$ cat src/source/rp_cfg.svh
`ifndef RP_CFG_SVH
`define RP_CFG_SVH

// bus and sample widths
`define RP_BUS_W        32
`define RP_SMP_W        14
`define RP_ADC_PIN_W    16              // two low pins reserved

// region map, selected by addr[22:20]
`define RP_REGIONS      8
`define RP_REGION_HK    3'd0
`define RP_REGION_MIX   3'd3

// housekeeping
`define RP_HK_ID        32'h5250_0001
`define RP_HK_ID_OFS    20'h00000
`define RP_HK_LOOP_OFS  20'h00004
`define RP_HK_LED_OFS   20'h00030

// output mixer
`define RP_MIX_CTRL_OFS     20'h00000
`define RP_MIX_CONST_A_OFS  20'h00004
`define RP_MIX_CONST_B_OFS  20'h00008
`define RP_MIX_OFFS_A_OFS   20'h0000C
`define RP_MIX_OFFS_B_OFS   20'h00010
`define RP_MIX_CTRL_RST     4'b0100     // a <- adc a, b <- adc b
`define RP_DAC_IDLE         14'h1FFF    // signed zero in dac code

`endif

$ cat src/source/rp_pkg.sv
`include "rp_cfg.svh"

package rp_pkg;

  //////////////////////////////////////////////////
  // system bus address, raw word or split fields
  //////////////////////////////////////////////////

  typedef union packed {
    logic [`RP_BUS_W-1:0] word;                   // as driven by the master
    struct packed {
      logic [8:0]                     spare;      // above region, ignored
      logic [$clog2(`RP_REGIONS)-1:0] region;     // bits 22..20
      logic [19:0]                    offset;     // slave register offset
    } fld;
  } sys_addr_u;

  // decoder looks at fld.region only,
  // slaves look at fld.offset only

endpackage

$ cat src/source/sys_bus_if.sv
`timescale 1ns/1ps
`include "rp_cfg.svh"

// one decoder-to-slave port of the system bus
interface sys_bus_if import rp_pkg::*; ();

  sys_addr_u            addr;   // full address, forwarded to every slave
  logic [`RP_BUS_W-1:0] wdata;  // full-word writes only
  logic                 wen;    // one-cycle pulse, this slave only
  logic                 ren;    // one-cycle pulse, this slave only
  logic [`RP_BUS_W-1:0] rdata;  // valid while ack is high
  logic                 ack;    // one cycle after wen/ren

  // decoder side
  modport master (
    output addr, wdata, wen, ren,
    input  rdata, ack
  );

  // register block side
  modport slave (
    input  addr, wdata, wen, ren,
    output rdata, ack
  );

endinterface

$ cat src/source/sys_bus_decoder.sv
`timescale 1ns/1ps
`include "rp_cfg.svh"

module sys_bus_decoder import rp_pkg::*; (
  // plain bus from the top
  input  logic [`RP_BUS_W-1:0] sys_addr_i,
  input  logic [`RP_BUS_W-1:0] sys_wdata_i,
  input  logic                 sys_wen_i,
  input  logic                 sys_ren_i,
  output logic [`RP_BUS_W-1:0] sys_rdata_o,
  output logic                 sys_ack_o,
  // slave ports
  sys_bus_if.master            hk_bus,   // region 0
  sys_bus_if.master            mix_bus   // region 3
);

  sys_addr_u addr_u;
  logic      hk_sel;
  logic      mix_sel;
  logic      unused_sel;
  logic      strobe;

  //////////////////////////////////////////////////
  // region decode
  //////////////////////////////////////////////////

  assign addr_u.word = sys_addr_i;
  assign hk_sel      = (addr_u.fld.region == `RP_REGION_HK);
  assign mix_sel     = (addr_u.fld.region == `RP_REGION_MIX);
  assign unused_sel  = ~(hk_sel | mix_sel);      // six empty regions
  assign strobe      = sys_wen_i | sys_ren_i;

  //////////////////////////////////////////////////
  // strobe steering
  //////////////////////////////////////////////////

  // address and data go everywhere
  assign hk_bus.addr   = addr_u;
  assign hk_bus.wdata  = sys_wdata_i;
  assign mix_bus.addr  = addr_u;
  assign mix_bus.wdata = sys_wdata_i;

  // strobes only to the addressed slave
  assign hk_bus.wen  = sys_wen_i & hk_sel;
  assign hk_bus.ren  = sys_ren_i & hk_sel;
  assign mix_bus.wen = sys_wen_i & mix_sel;
  assign mix_bus.ren = sys_ren_i & mix_sel;

  //////////////////////////////////////////////////
  // read data and ack return
  //////////////////////////////////////////////////

  // slave acks come the cycle after their strobe, so pick the slave
  // that is acking rather than the region on the bus right now
  always_comb
  begin
    if (hk_bus.ack)
      sys_rdata_o = hk_bus.rdata;
    else if (mix_bus.ack)
      sys_rdata_o = mix_bus.rdata;
    else
      sys_rdata_o = '0;                          // empty region reads zero
  end

  // empty regions ack in the strobe cycle itself
  assign sys_ack_o = hk_bus.ack | mix_bus.ack | (strobe & unused_sel);

endmodule

$ cat src/source/housekeeping.sv
`timescale 1ns/1ps
`include "rp_cfg.svh"

module housekeeping import rp_pkg::*; (
  input  logic       adc_clk,
  input  logic       rst_i,
  sys_bus_if.slave   bus,
  output logic       digital_loop_o,  // adc side takes mixer output
  output logic [7:0] led_o
);

  sys_addr_u            addr_q;   // address of the pending access
  logic [`RP_BUS_W-1:0] wdata_q;
  logic                 wen_q;
  logic                 ren_q;

  //////////////////////////////////////////////////
  // bus access stage, one cycle
  //////////////////////////////////////////////////

  always_ff @(posedge adc_clk)
  begin
    if (rst_i)
    begin
      wen_q <= 1'b0;
      ren_q <= 1'b0;
    end
    else
    begin
      wen_q <= bus.wen;
      ren_q <= bus.ren;
    end
  end

  always_ff @(posedge adc_clk)
  begin
    if (bus.wen | bus.ren)
    begin
      addr_q  <= bus.addr;
      wdata_q <= bus.wdata;
    end
  end

  assign bus.ack = wen_q | ren_q;

  //////////////////////////////////////////////////
  // register file
  //////////////////////////////////////////////////

  // write lands at the end of the ack cycle
  always_ff @(posedge adc_clk)
  begin
    if (rst_i)
    begin
      digital_loop_o <= 1'b0;
      led_o          <= '0;
    end
    else if (wen_q)
    begin
      case (addr_q.fld.offset)
        `RP_HK_LOOP_OFS: digital_loop_o <= wdata_q[0];
        `RP_HK_LED_OFS:  led_o          <= wdata_q[7:0];
        default:         ;                         // id is read only
      endcase
    end
  end

  always_comb
  begin
    case (addr_q.fld.offset)
      `RP_HK_ID_OFS:   bus.rdata = `RP_HK_ID;
      `RP_HK_LOOP_OFS: bus.rdata = {{(`RP_BUS_W-1){1'b0}}, digital_loop_o};
      `RP_HK_LED_OFS:  bus.rdata = {{(`RP_BUS_W-8){1'b0}}, led_o};
      default:         bus.rdata = '0;
    endcase
  end

endmodule

$ cat src/source/analog_io.sv
`timescale 1ns/1ps
`include "rp_cfg.svh"

module analog_io (
  input  logic                        adc_clk,
  input  logic                        rst_i,
  // adc pins, negative slope offset code
  input  logic [`RP_ADC_PIN_W-1:0]    adc_dat_a_i,
  input  logic [`RP_ADC_PIN_W-1:0]    adc_dat_b_i,
  input  logic                        digital_loop_i,
  // mixer side, two's complement
  input  logic signed [`RP_SMP_W-1:0] mix_a_i,
  input  logic signed [`RP_SMP_W-1:0] mix_b_i,
  output logic signed [`RP_SMP_W-1:0] adc_a_o,
  output logic signed [`RP_SMP_W-1:0] adc_b_o,
  // dac pins
  output logic [`RP_SMP_W-1:0]        dac_dat_a_o,
  output logic [`RP_SMP_W-1:0]        dac_dat_b_o
);

  logic [`RP_SMP_W-1:0] adc_dat_a;   // pin register
  logic [`RP_SMP_W-1:0] adc_dat_b;

  // keep sign, flip the rest
  // same mapping in both directions
  function automatic logic [`RP_SMP_W-1:0] neg_slope(input logic [`RP_SMP_W-1:0] v);
    neg_slope = {v[`RP_SMP_W-1], ~v[`RP_SMP_W-2:0]};
  endfunction

  //////////////////////////////////////////////////
  // adc side
  //////////////////////////////////////////////////

  // io register, lowest two pin bits dropped
  always_ff @(posedge adc_clk)
  begin
    adc_dat_a <= adc_dat_a_i[`RP_ADC_PIN_W-1 -: `RP_SMP_W];
    adc_dat_b <= adc_dat_b_i[`RP_ADC_PIN_W-1 -: `RP_SMP_W];
  end

  // loopback closes through the mixer register only
  assign adc_a_o = digital_loop_i ? mix_a_i : $signed(neg_slope(adc_dat_a));
  assign adc_b_o = digital_loop_i ? mix_b_i : $signed(neg_slope(adc_dat_b));

  //////////////////////////////////////////////////
  // dac side
  //////////////////////////////////////////////////

  always_ff @(posedge adc_clk)
  begin
    if (rst_i)
    begin
      dac_dat_a_o <= `RP_DAC_IDLE;               // mid scale
      dac_dat_b_o <= `RP_DAC_IDLE;
    end
    else
    begin
      dac_dat_a_o <= neg_slope(mix_a_i);
      dac_dat_b_o <= neg_slope(mix_b_i);
    end
  end

endmodule

$ cat src/source/output_mixer.sv
`timescale 1ns/1ps
`include "rp_cfg.svh"

module output_mixer import rp_pkg::*; (
  input  logic                        adc_clk,
  input  logic                        rst_i,
  sys_bus_if.slave                    bus,
  input  logic signed [`RP_SMP_W-1:0] adc_a_i,
  input  logic signed [`RP_SMP_W-1:0] adc_b_i,
  output logic signed [`RP_SMP_W-1:0] mix_a_o,
  output logic signed [`RP_SMP_W-1:0] mix_b_o
);

  // source select codes, per channel
  localparam logic [1:0] SRC_ADC_A = 2'd0;
  localparam logic [1:0] SRC_ADC_B = 2'd1;
  localparam logic [1:0] SRC_CONST = 2'd2;
  localparam logic [1:0] SRC_ZERO  = 2'd3;

  sys_addr_u                   addr_q;
  logic [`RP_BUS_W-1:0]        wdata_q;
  logic                        wen_q;
  logic                        ren_q;
  logic [3:0]                  ctrl;      // [1:0] chan a, [3:2] chan b
  logic signed [`RP_SMP_W-1:0] const_a;
  logic signed [`RP_SMP_W-1:0] const_b;
  logic signed [`RP_SMP_W-1:0] offs_a;
  logic signed [`RP_SMP_W-1:0] offs_b;

  // select, add offset, clamp to 14 bit signed
  function automatic logic signed [`RP_SMP_W-1:0] mix_chan(
    input logic [1:0]                  sel,
    input logic signed [`RP_SMP_W-1:0] a,
    input logic signed [`RP_SMP_W-1:0] b,
    input logic signed [`RP_SMP_W-1:0] cst,
    input logic signed [`RP_SMP_W-1:0] ofs
  );
    logic signed [`RP_SMP_W-1:0] src;
    logic signed [`RP_SMP_W:0]   sum;    // one guard bit
    case (sel)
      SRC_ADC_A: src = a;
      SRC_ADC_B: src = b;
      SRC_CONST: src = cst;
      SRC_ZERO:  src = '0;
    endcase
    sum = src + ofs;
    if (sum[`RP_SMP_W] != sum[`RP_SMP_W-1])      // overflow
      mix_chan = sum[`RP_SMP_W] ? {1'b1, {(`RP_SMP_W-1){1'b0}}}
                                : {1'b0, {(`RP_SMP_W-1){1'b1}}};
    else
      mix_chan = sum[`RP_SMP_W-1:0];
  endfunction

  //////////////////////////////////////////////////
  // bus access stage
  //////////////////////////////////////////////////

  always_ff @(posedge adc_clk)
  begin
    if (rst_i)
    begin
      wen_q <= 1'b0;
      ren_q <= 1'b0;
    end
    else
    begin
      wen_q <= bus.wen;
      ren_q <= bus.ren;
    end
  end

  always_ff @(posedge adc_clk)
  begin
    if (bus.wen | bus.ren)
    begin
      addr_q  <= bus.addr;
      wdata_q <= bus.wdata;
    end
  end

  assign bus.ack = wen_q | ren_q;

  //////////////////////////////////////////////////
  // registers
  //////////////////////////////////////////////////

  always_ff @(posedge adc_clk)
  begin
    if (rst_i)
    begin
      ctrl    <= `RP_MIX_CTRL_RST;
      const_a <= '0;
      const_b <= '0;
      offs_a  <= '0;
      offs_b  <= '0;
    end
    else if (wen_q)
    begin
      case (addr_q.fld.offset)
        `RP_MIX_CTRL_OFS:    ctrl    <= wdata_q[3:0];
        `RP_MIX_CONST_A_OFS: const_a <= wdata_q[`RP_SMP_W-1:0];
        `RP_MIX_CONST_B_OFS: const_b <= wdata_q[`RP_SMP_W-1:0];
        `RP_MIX_OFFS_A_OFS:  offs_a  <= wdata_q[`RP_SMP_W-1:0];
        `RP_MIX_OFFS_B_OFS:  offs_b  <= wdata_q[`RP_SMP_W-1:0];
        default:             ;
      endcase
    end
  end

  always_comb
  begin
    case (addr_q.fld.offset)
      `RP_MIX_CTRL_OFS:    bus.rdata = {{(`RP_BUS_W-4){1'b0}}, ctrl};
      `RP_MIX_CONST_A_OFS: bus.rdata = {{(`RP_BUS_W-`RP_SMP_W){1'b0}}, const_a};
      `RP_MIX_CONST_B_OFS: bus.rdata = {{(`RP_BUS_W-`RP_SMP_W){1'b0}}, const_b};
      `RP_MIX_OFFS_A_OFS:  bus.rdata = {{(`RP_BUS_W-`RP_SMP_W){1'b0}}, offs_a};
      `RP_MIX_OFFS_B_OFS:  bus.rdata = {{(`RP_BUS_W-`RP_SMP_W){1'b0}}, offs_b};
      default:             bus.rdata = '0;
    endcase
  end

  // mixer output register
  always_ff @(posedge adc_clk)
  begin
    if (rst_i)
    begin
      mix_a_o <= '0;
      mix_b_o <= '0;
    end
    else
    begin
      mix_a_o <= mix_chan(ctrl[1:0], adc_a_i, adc_b_i, const_a, offs_a);
      mix_b_o <= mix_chan(ctrl[3:2], adc_a_i, adc_b_i, const_b, offs_b);
    end
  end

endmodule

$ cat src/source/rp_top.sv
`timescale 1ns/1ps
`include "rp_cfg.svh"

module rp_top (
  input  logic                     adc_clk,
  input  logic                     rst_i,
  // adc / dac
  input  logic [`RP_ADC_PIN_W-1:0] adc_dat_a_i,
  input  logic [`RP_ADC_PIN_W-1:0] adc_dat_b_i,
  output logic [`RP_SMP_W-1:0]     dac_dat_a_o,
  output logic [`RP_SMP_W-1:0]     dac_dat_b_o,
  output logic [7:0]               led_o,
  // system bus
  input  logic [`RP_BUS_W-1:0]     sys_addr_i,
  input  logic [`RP_BUS_W-1:0]     sys_wdata_i,
  input  logic                     sys_wen_i,
  input  logic                     sys_ren_i,
  output logic [`RP_BUS_W-1:0]     sys_rdata_o,
  output logic                     sys_ack_o
);

  logic signed [`RP_SMP_W-1:0] adc_a;   // two's complement, after loop mux
  logic signed [`RP_SMP_W-1:0] adc_b;
  logic signed [`RP_SMP_W-1:0] mix_a;   // mixer register out
  logic signed [`RP_SMP_W-1:0] mix_b;
  logic                        digital_loop;

  sys_bus_if hk_bus ();
  sys_bus_if mix_bus ();

  //////////////////////////////////////////////////
  // bus decoder, 8 regions on addr[22:20]
  //////////////////////////////////////////////////

  sys_bus_decoder sys_bus_decoder_i (
    .sys_addr_i  (sys_addr_i),
    .sys_wdata_i (sys_wdata_i),
    .sys_wen_i   (sys_wen_i),
    .sys_ren_i   (sys_ren_i),
    .sys_rdata_o (sys_rdata_o),
    .sys_ack_o   (sys_ack_o),
    .hk_bus      (hk_bus),
    .mix_bus     (mix_bus)
  );

  housekeeping housekeeping_i (
    .adc_clk        (adc_clk),
    .rst_i          (rst_i),
    .bus            (hk_bus),
    .digital_loop_o (digital_loop),
    .led_o          (led_o)
  );

  //////////////////////////////////////////////////
  // fast analog path
  //////////////////////////////////////////////////

  analog_io analog_io_i (
    .adc_clk        (adc_clk),
    .rst_i          (rst_i),
    .adc_dat_a_i    (adc_dat_a_i),
    .adc_dat_b_i    (adc_dat_b_i),
    .digital_loop_i (digital_loop),
    .mix_a_i        (mix_a),
    .mix_b_i        (mix_b),
    .adc_a_o        (adc_a),
    .adc_b_o        (adc_b),
    .dac_dat_a_o    (dac_dat_a_o),
    .dac_dat_b_o    (dac_dat_b_o)
  );

  output_mixer output_mixer_i (
    .adc_clk (adc_clk),
    .rst_i   (rst_i),
    .bus     (mix_bus),
    .adc_a_i (adc_a),
    .adc_b_i (adc_b),
    .mix_a_o (mix_a),
    .mix_b_o (mix_b)
  );

endmodule

$ cat config.mk
export PLATFORM = sky130hd
export DESIGN_NAME = rp_top
export DESIGN_NICKNAME = d
export VERILOG_FILES = /design/src/source/rp_pkg.sv /design/src/source/sys_bus_if.sv /design/src/source/sys_bus_decoder.sv /design/src/source/housekeeping.sv /design/src/source/analog_io.sv /design/src/source/output_mixer.sv /design/src/source/rp_top.sv
export VERILOG_INCLUDE_DIRS = /design/src /design/src/source
export SDC_FILE = /design/constraint.sdc
export NUM_CORES = 1
export LEC_CHECK = 0
export CORE_MARGIN = 2
export CORE_UTILIZATION = 45
export CTS_BUF_LIST = sky130_fd_sc_hd__clkbuf_8
export CTS_CLUSTER_DIAMETER = 60
export CTS_CLUSTER_SIZE = 20
export DETAILED_ROUTE_END_ITERATION = 10
export DONT_BUFFER_PORTS = 1
export GPL_TIMING_DRIVEN = 0
export PLACE_DENSITY = 0.64
export SYNTH_ARGS = -nofsm -noshare
export SYNTH_HDL_FRONTEND = slang
export SYNTH_HIERARCHICAL = 1
export SYNTH_SLANG_ARGS = --single-unit
$ cat constraint.sdc
create_clock -name adc_clk -period 3.6 [get_ports adc_clk]
set_input_delay 0.54 -clock adc_clk [delete_from_list [all_inputs] [get_ports adc_clk]]
set_output_delay 0.54 -clock adc_clk [all_outputs]
set_load 0.02 [all_outputs]
Yosys cells after proc, flatten, opt, wreduce, memory -nomap -nowiden
Index checks and enable logic that the tools add are counted. W data, S select, Z words.

Add/sub/neg operators: 2. Eq/ne operators: 15. Muxes and demuxes: 14. Bitwise operators: 18. Reduce and logical (&&, ||, !) cells: 12.

Operators by type and width (number): $mux W14 (8); $pmux W14 S4 (2); $pmux W31 S3 (1); $pmux W14 S5 (1); $mux W32 (2); $not A13 Y13 (4); $eq A20 B3 Y1 const B (2); $eq A20 B4 Y1 const B (2); $logic_not A20 Y1 (2); $add A14 B14 Y15 (2); $eq A20 B5 Y1 const B (1); $eq A20 B6 Y1 const B (1); $reduce_and A2 Y1 (7); $eq A2 B2 Y1 const B (4); $or A1 B1 Y1 (8); $and A1 B1 Y1 (5); $eq A2 B1 Y1 const B (2); $logic_not A2 Y1 (2); $eq A3 B2 Y1 const B (1); $logic_not A3 Y1 (1); $ne A1 B1 Y1 (2); $not A1 Y1 (1).

Flip-flop bits (word level): 219. Input port bits: 100. Output and inout bits: 69. Word-level logic and storage cells: 82.

Longest topological paths before layout
Depth in word-level cells: 7. Depth in mapped cells: 16. Mapped depth without buffers: 14.

Cells and area by module
Netlist, hierarchy kept.

By module, submodules not included: output_mixer (times used 1, cells an instance 747, area an instance 6587.6 µm², sequential area each 2822.7 µm²); analog_io (times used 1, cells an instance 144, area an instance 1729.2 µm², sequential area each 1121.1 µm²); housekeeping (times used 1, cells an instance 126, area an instance 1656.6 µm², sequential area each 1061.0 µm²); sys_bus_decoder (times used 1, cells an instance 183, area an instance 1413.9 µm², sequential area each 0.0 µm²).

Worst setup path before layout
Ideal clock, no wire load.

Path kind: flip-flop to flip-flop. From: reg output_mixer_i.ctrl[1]. To: reg output_mixer_i.mix_a_o[2]. Library setup time: 0.116 ns. Arrival time: 3.381 ns. Required time: 3.484 ns. Slack: 0.103 ns. Cell stages (with the launch flop): 13. Path buffers: 2. Clock period less this slack: 3.497 ns. Cell sequence: dfxtp_1 -> clkbuf_1 -> buf_1 -> mux2i_1 -> o21ai_0 -> ha_1 -> a211oi_1 -> o21bai_1 -> a21o_1 -> a211o_1 -> a211o_1 -> maj3_2 -> o211a_1.

Cells in the longest elaborated chain, start to end: 6. Elaborated cells on any way between the ends: 10. Those cells by class: add/sub (1); eq/ne (4); mux (4); reduce/logical (1).

Ends and longest elaborated chain: start: declaration (RTL line output_mixer.sv:24) `logic [3:0] ctrl;`; start signal: assignment (RTL line output_mixer.sv:91) `` ctrl <= `RP_MIX_CTRL_RST; ``; start signal: assignment (RTL line output_mixer.sv:100) `` `RP_MIX_CTRL_OFS: ctrl <= wdata_q[3:0]; ``; $eq A2 B2 Y1 (tied with other cells) (RTL line output_mixer.sv:40) `case (sel)`; $pmux W14 S4 * (RTL line output_mixer.sv:40); $mux W14 * (RTL line output_mixer.sv:125) `if (rst_i)`; $add A14 B14 Y15 * (RTL line output_mixer.sv:46) `sum = src + ofs;`; $mux W14 or $ne A1 B1 Y1 (tied branches) (RTL line output_mixer.sv:48, output_mixer.sv:47); $mux W14 * (RTL line output_mixer.sv:47) `` if (sum[`RP_SMP_W] != sum[`RP_SMP_W-1]) ``; end signal: assignment (RTL line output_mixer.sv:132) `mix_a_o <= mix_chan(ctrl[1:0], adc_a_i, adc_b_i, const_a, offs_a);`; end: declaration (RTL line output_mixer.sv:10) `` output logic signed [`RP_SMP_W-1:0] mix_a_o, ``.

Mark *: on every way between the ends. The rest lies on a longest branch, timed or not. The select of a mux whose other input is x is not followed. A chain may end at the register's enable or synchronous reset.

Final worst setup path
From: reg housekeeping_i.digital_loop_o. To: reg output_mixer_i.mix_a_o[8].

Cells in the longest elaborated chain, start to end: 6. Elaborated cells on any way between the ends: 8. Those cells by class: add/sub (1); eq/ne (1); mux (6).

Ends and longest elaborated chain: start: declaration (RTL line housekeeping.sv:8) `output logic digital_loop_o,`; start signal: assignment (RTL line housekeeping.sv:61) `` `RP_HK_LOOP_OFS: digital_loop_o <= wdata_q[0]; ``; $mux W14 * (RTL line analog_io.sv:42) `assign adc_a_o = digital_loop_i ? mix_a_i : $signed(neg_slope(adc_dat_a));`; net adc_a[7] (RTL line rp_top.sv:22) `` logic signed [`RP_SMP_W-1:0] adc_a; ``; $pmux W14 S4 * (RTL line output_mixer.sv:40); $mux W14 * (RTL line output_mixer.sv:125); $add A14 B14 Y15 * (RTL line output_mixer.sv:46); $mux W14 or $ne A1 B1 Y1 (tied branches) (RTL line output_mixer.sv:48, output_mixer.sv:47); $mux W14 * (RTL line output_mixer.sv:47).

The timed path passes the listed nets; every way through them passes the cells marked *. The select of a mux whose other input is x is not followed.

==> impl_metrics.env <==
export IMPL_rows=56
export IMPL_num_vias=8476
export IMPL_fmax_mhz=274.7
export IMPL_rsz0062_at_grt="yes"
export IMPL_period_needed_ns=3.641
export IMPL_cts_buffers=21
export IMPL_die_y_um=159.6
export IMPL_multi_input_area_um2=5253
export IMPL_antenna_found_initial=0
export IMPL_clk_pin_slew_worst_paths_ns=0.12
export IMPL_final_cell_area_um2=13000
export IMPL_final_util_pct=55.04
export IMPL_violations="setup timing"
export IMPL_clockBufferDepth=3
export IMPL_cts_sinks=219
export IMPL_critPathCaptureType="flop"
export IMPL_core_region_area_um2=23610
export IMPL_wl_per_cell_um=19.07
export IMPL_p_leak_uw=0.005002
export IMPL_postRouteAntennaNets=0
export IMPL_syn_inst=1134
export IMPL_setup_violations=10
export IMPL_numPortBuffers=0
export IMPL_dieWidth_um=159.6
export IMPL_grt_pass1_vias=8234
export IMPL_grt_pass1_wl_um=45620
export IMPL_worstPathCellList="buf_12 -> buf_12 -> mux2i_4 -> mux2i_1 -> o21ai_2 -> ha_4 -> a211oi_2 -> o21bai_1 -> a21o_1 -> a211o_1 -> a2111o_1 -> mux2i_4 -> buf_6 -> a211oi_1"
export IMPL_num_io_pins=169
export IMPL_cp_top_family="compound AO/OA/AOI/OAI gates"
export IMPL_cts_tree="built"
export IMPL_drtIter0Drc=639
export IMPL_area_growth_pct=19.33
export IMPL_rrSetupSlack_ns=-0.04
export IMPL_fillCellCount=2120
export IMPL_synth_warning_count=6
export IMPL_drcViolationCount=0
export IMPL_drv_cap=0
export IMPL_peakVddDrop_mv=0.3486
export IMPL_drt_total_wl_um=30150
export IMPL_antenna_cells=0
export IMPL_dp_hpwl_um=22330
export IMPL_crit_type="reg2reg"
export IMPL_worst_path_buf_inv=3
export IMPL_syn_avg_cell_area_um2=9.605
export IMPL_power_density_nw_per_um2=371.4
export IMPL_status="complete, but fails checks"
export IMPL_grt_max_degree=35
export IMPL_crit_required_ns=4.01
export IMPL_drive_above_1_share_pct=25.52
export IMPL_min_from="rst_i"
export IMPL_slew_viol_final=0
export IMPL_dieArea_um2=25460
export IMPL_drt_pass1_iter_count=6
export IMPL_clkLatencyLatePin_ns=0.55
export IMPL_finalCritPeriodShare_pct=101.1
export IMPL_dpl_worst_slack_ns=-0.8813
export IMPL_grt_ovfl_total=0
export IMPL_reg2reg_from="housekeeping_i/digital_loop_o"
export IMPL_gp_congestion=0.9317
export IMPL_holdWs_ns=0.03708
export IMPL_fin_nets=1380
export IMPL_mappedNetlistArea_um2=10890
export IMPL_cts_htree_levels=1
export IMPL_gr_usage_all_layers_pct=22.82
export IMPL_start_util_pct=46.13
export IMPL_cp_max_fo=5
export IMPL_routed_via_density=5.361
export IMPL_hold_viol=0
export IMPL_cp_data_arrival_time_ns=4.05
export IMPL_timing_final_ws_setup_ns=-0.04099
export IMPL_cts_root_buffer="clkbuf_8"
export IMPL_regArea_um2=5011
export IMPL_worstSetupStartpointType="flop"
export IMPL_relSlewSlack_pct=46.74
export IMPL_post_dp_cell_area_um2=11420
export IMPL_cp_slowest_cell="a2111o_1"
export IMPL_tightest_slew_ns=0.7988
export IMPL_fin_worst_skew_ns=0.02802
export IMPL_crit_start="housekeeping_i/digital_loop_o"
export IMPL_slowest_delay_ns=0.51
export IMPL_hold_path_class="in2reg"
[per-stage QoR]
| step | setup TNS, ns | total power [uW] | std cells |
|---|---|---|---|
| after detailed placement | -18.74 | 3073 | 1488 |
| after floorplan | 0 | 2986 | 1169 |
| after global routing | -1.413 | 5017 | 1581 |
| after CTS | 0 | 4842 | 1573 |
| final | -0.2994 | 4828 | 1581 |
| after global placement | -17.25 | 3067 | 1488 |
[area by class of cell]
class	instances	share of cell area, %
Sequential cell	219	38.55
Multi-Input combinational cell	745	40.41
Buffer	163	8.895
Clock buffer	21	2.224
Tap cell	319	3.071
Inverter	39	1.126
Clock inverter	16	1.559
Timing Repair Buffer	59	4.159
[repair_timing]
| action | in CTS | in global routing |
|---|---|---|
| endpoints found under the setup margin | 42 | 38 |
| cloned | 3 | 0 |
| resized for setup | 81 | 54 |
| hold buffers | 28 | 0 |
| endpoints found under the hold margin | 28 | 0 |
| buffers inserted | 20 | 8 |
| pin swaps | 18 | 27 |
[cells in the final DEF, fill, tap and decap left out, types with 12 or more instances in the layout]
cell           instances
nand2_1              162
dfxtp_1              154
buf_4                132
a21oi_1               83
edfxtp_1              62
nand3_1               41
o21ai_0               39
inv_1                 37
conb_1                37
mux2i_1               36
nand2b_1              33
clkbuf_1              32
dlygate4sd3_1         28
a22o_2                26
ha_1                  25
clkbuf_8              22
a22oi_1               18
nor2_1                17
mux2i_4               12
o21ai_1               12
[power breakdown]
part,internal (uW),switching (uW)
clock network,719,1020
logic,191,200
registers,2630,72.0
[flip-flops by register name, summed over array words and instances, names as in the netlist, 14 cells and up]
name                     count
output_mixer_i/wdata_q      14
output_mixer_i/const_b      14
output_mixer_i/offs_b       14
analog_io_i/dac_dat_a_o     14
analog_io_i/dac_dat_b_o     14
analog_io_i/adc_dat_a       14
output_mixer_i/mix_b_o      14
output_mixer_i/offs_a       14
output_mixer_i/const_a      14
output_mixer_i/mix_a_o      14
analog_io_i/adc_dat_b       14
output_mixer_i/addr_q       20
housekeeping_i/addr_q       20
[path summary, 6_finish.rpt]
path,endpoint,cells past startpoint
max,output_mixer_i/mix_a_o[8],14
min reg2reg,analog_io_i/dac_dat_a_o[2],1
min,analog_io_i/dac_dat_b_o[13],1
max reg2reg,output_mixer_i/mix_a_o[8],14
[metal layers]
metal  GRT usage, %  vias to the layer above  share of wire [%]
met5              0                        -                  0
met4          8.223                        0                3.3
met3          4.454                       64                7.7
met2          37.25                      321                 47
met1          30.17                     3980                 42
li1               -                     4111                  -
No activity file was read; power rests on OpenSTA's default activity.
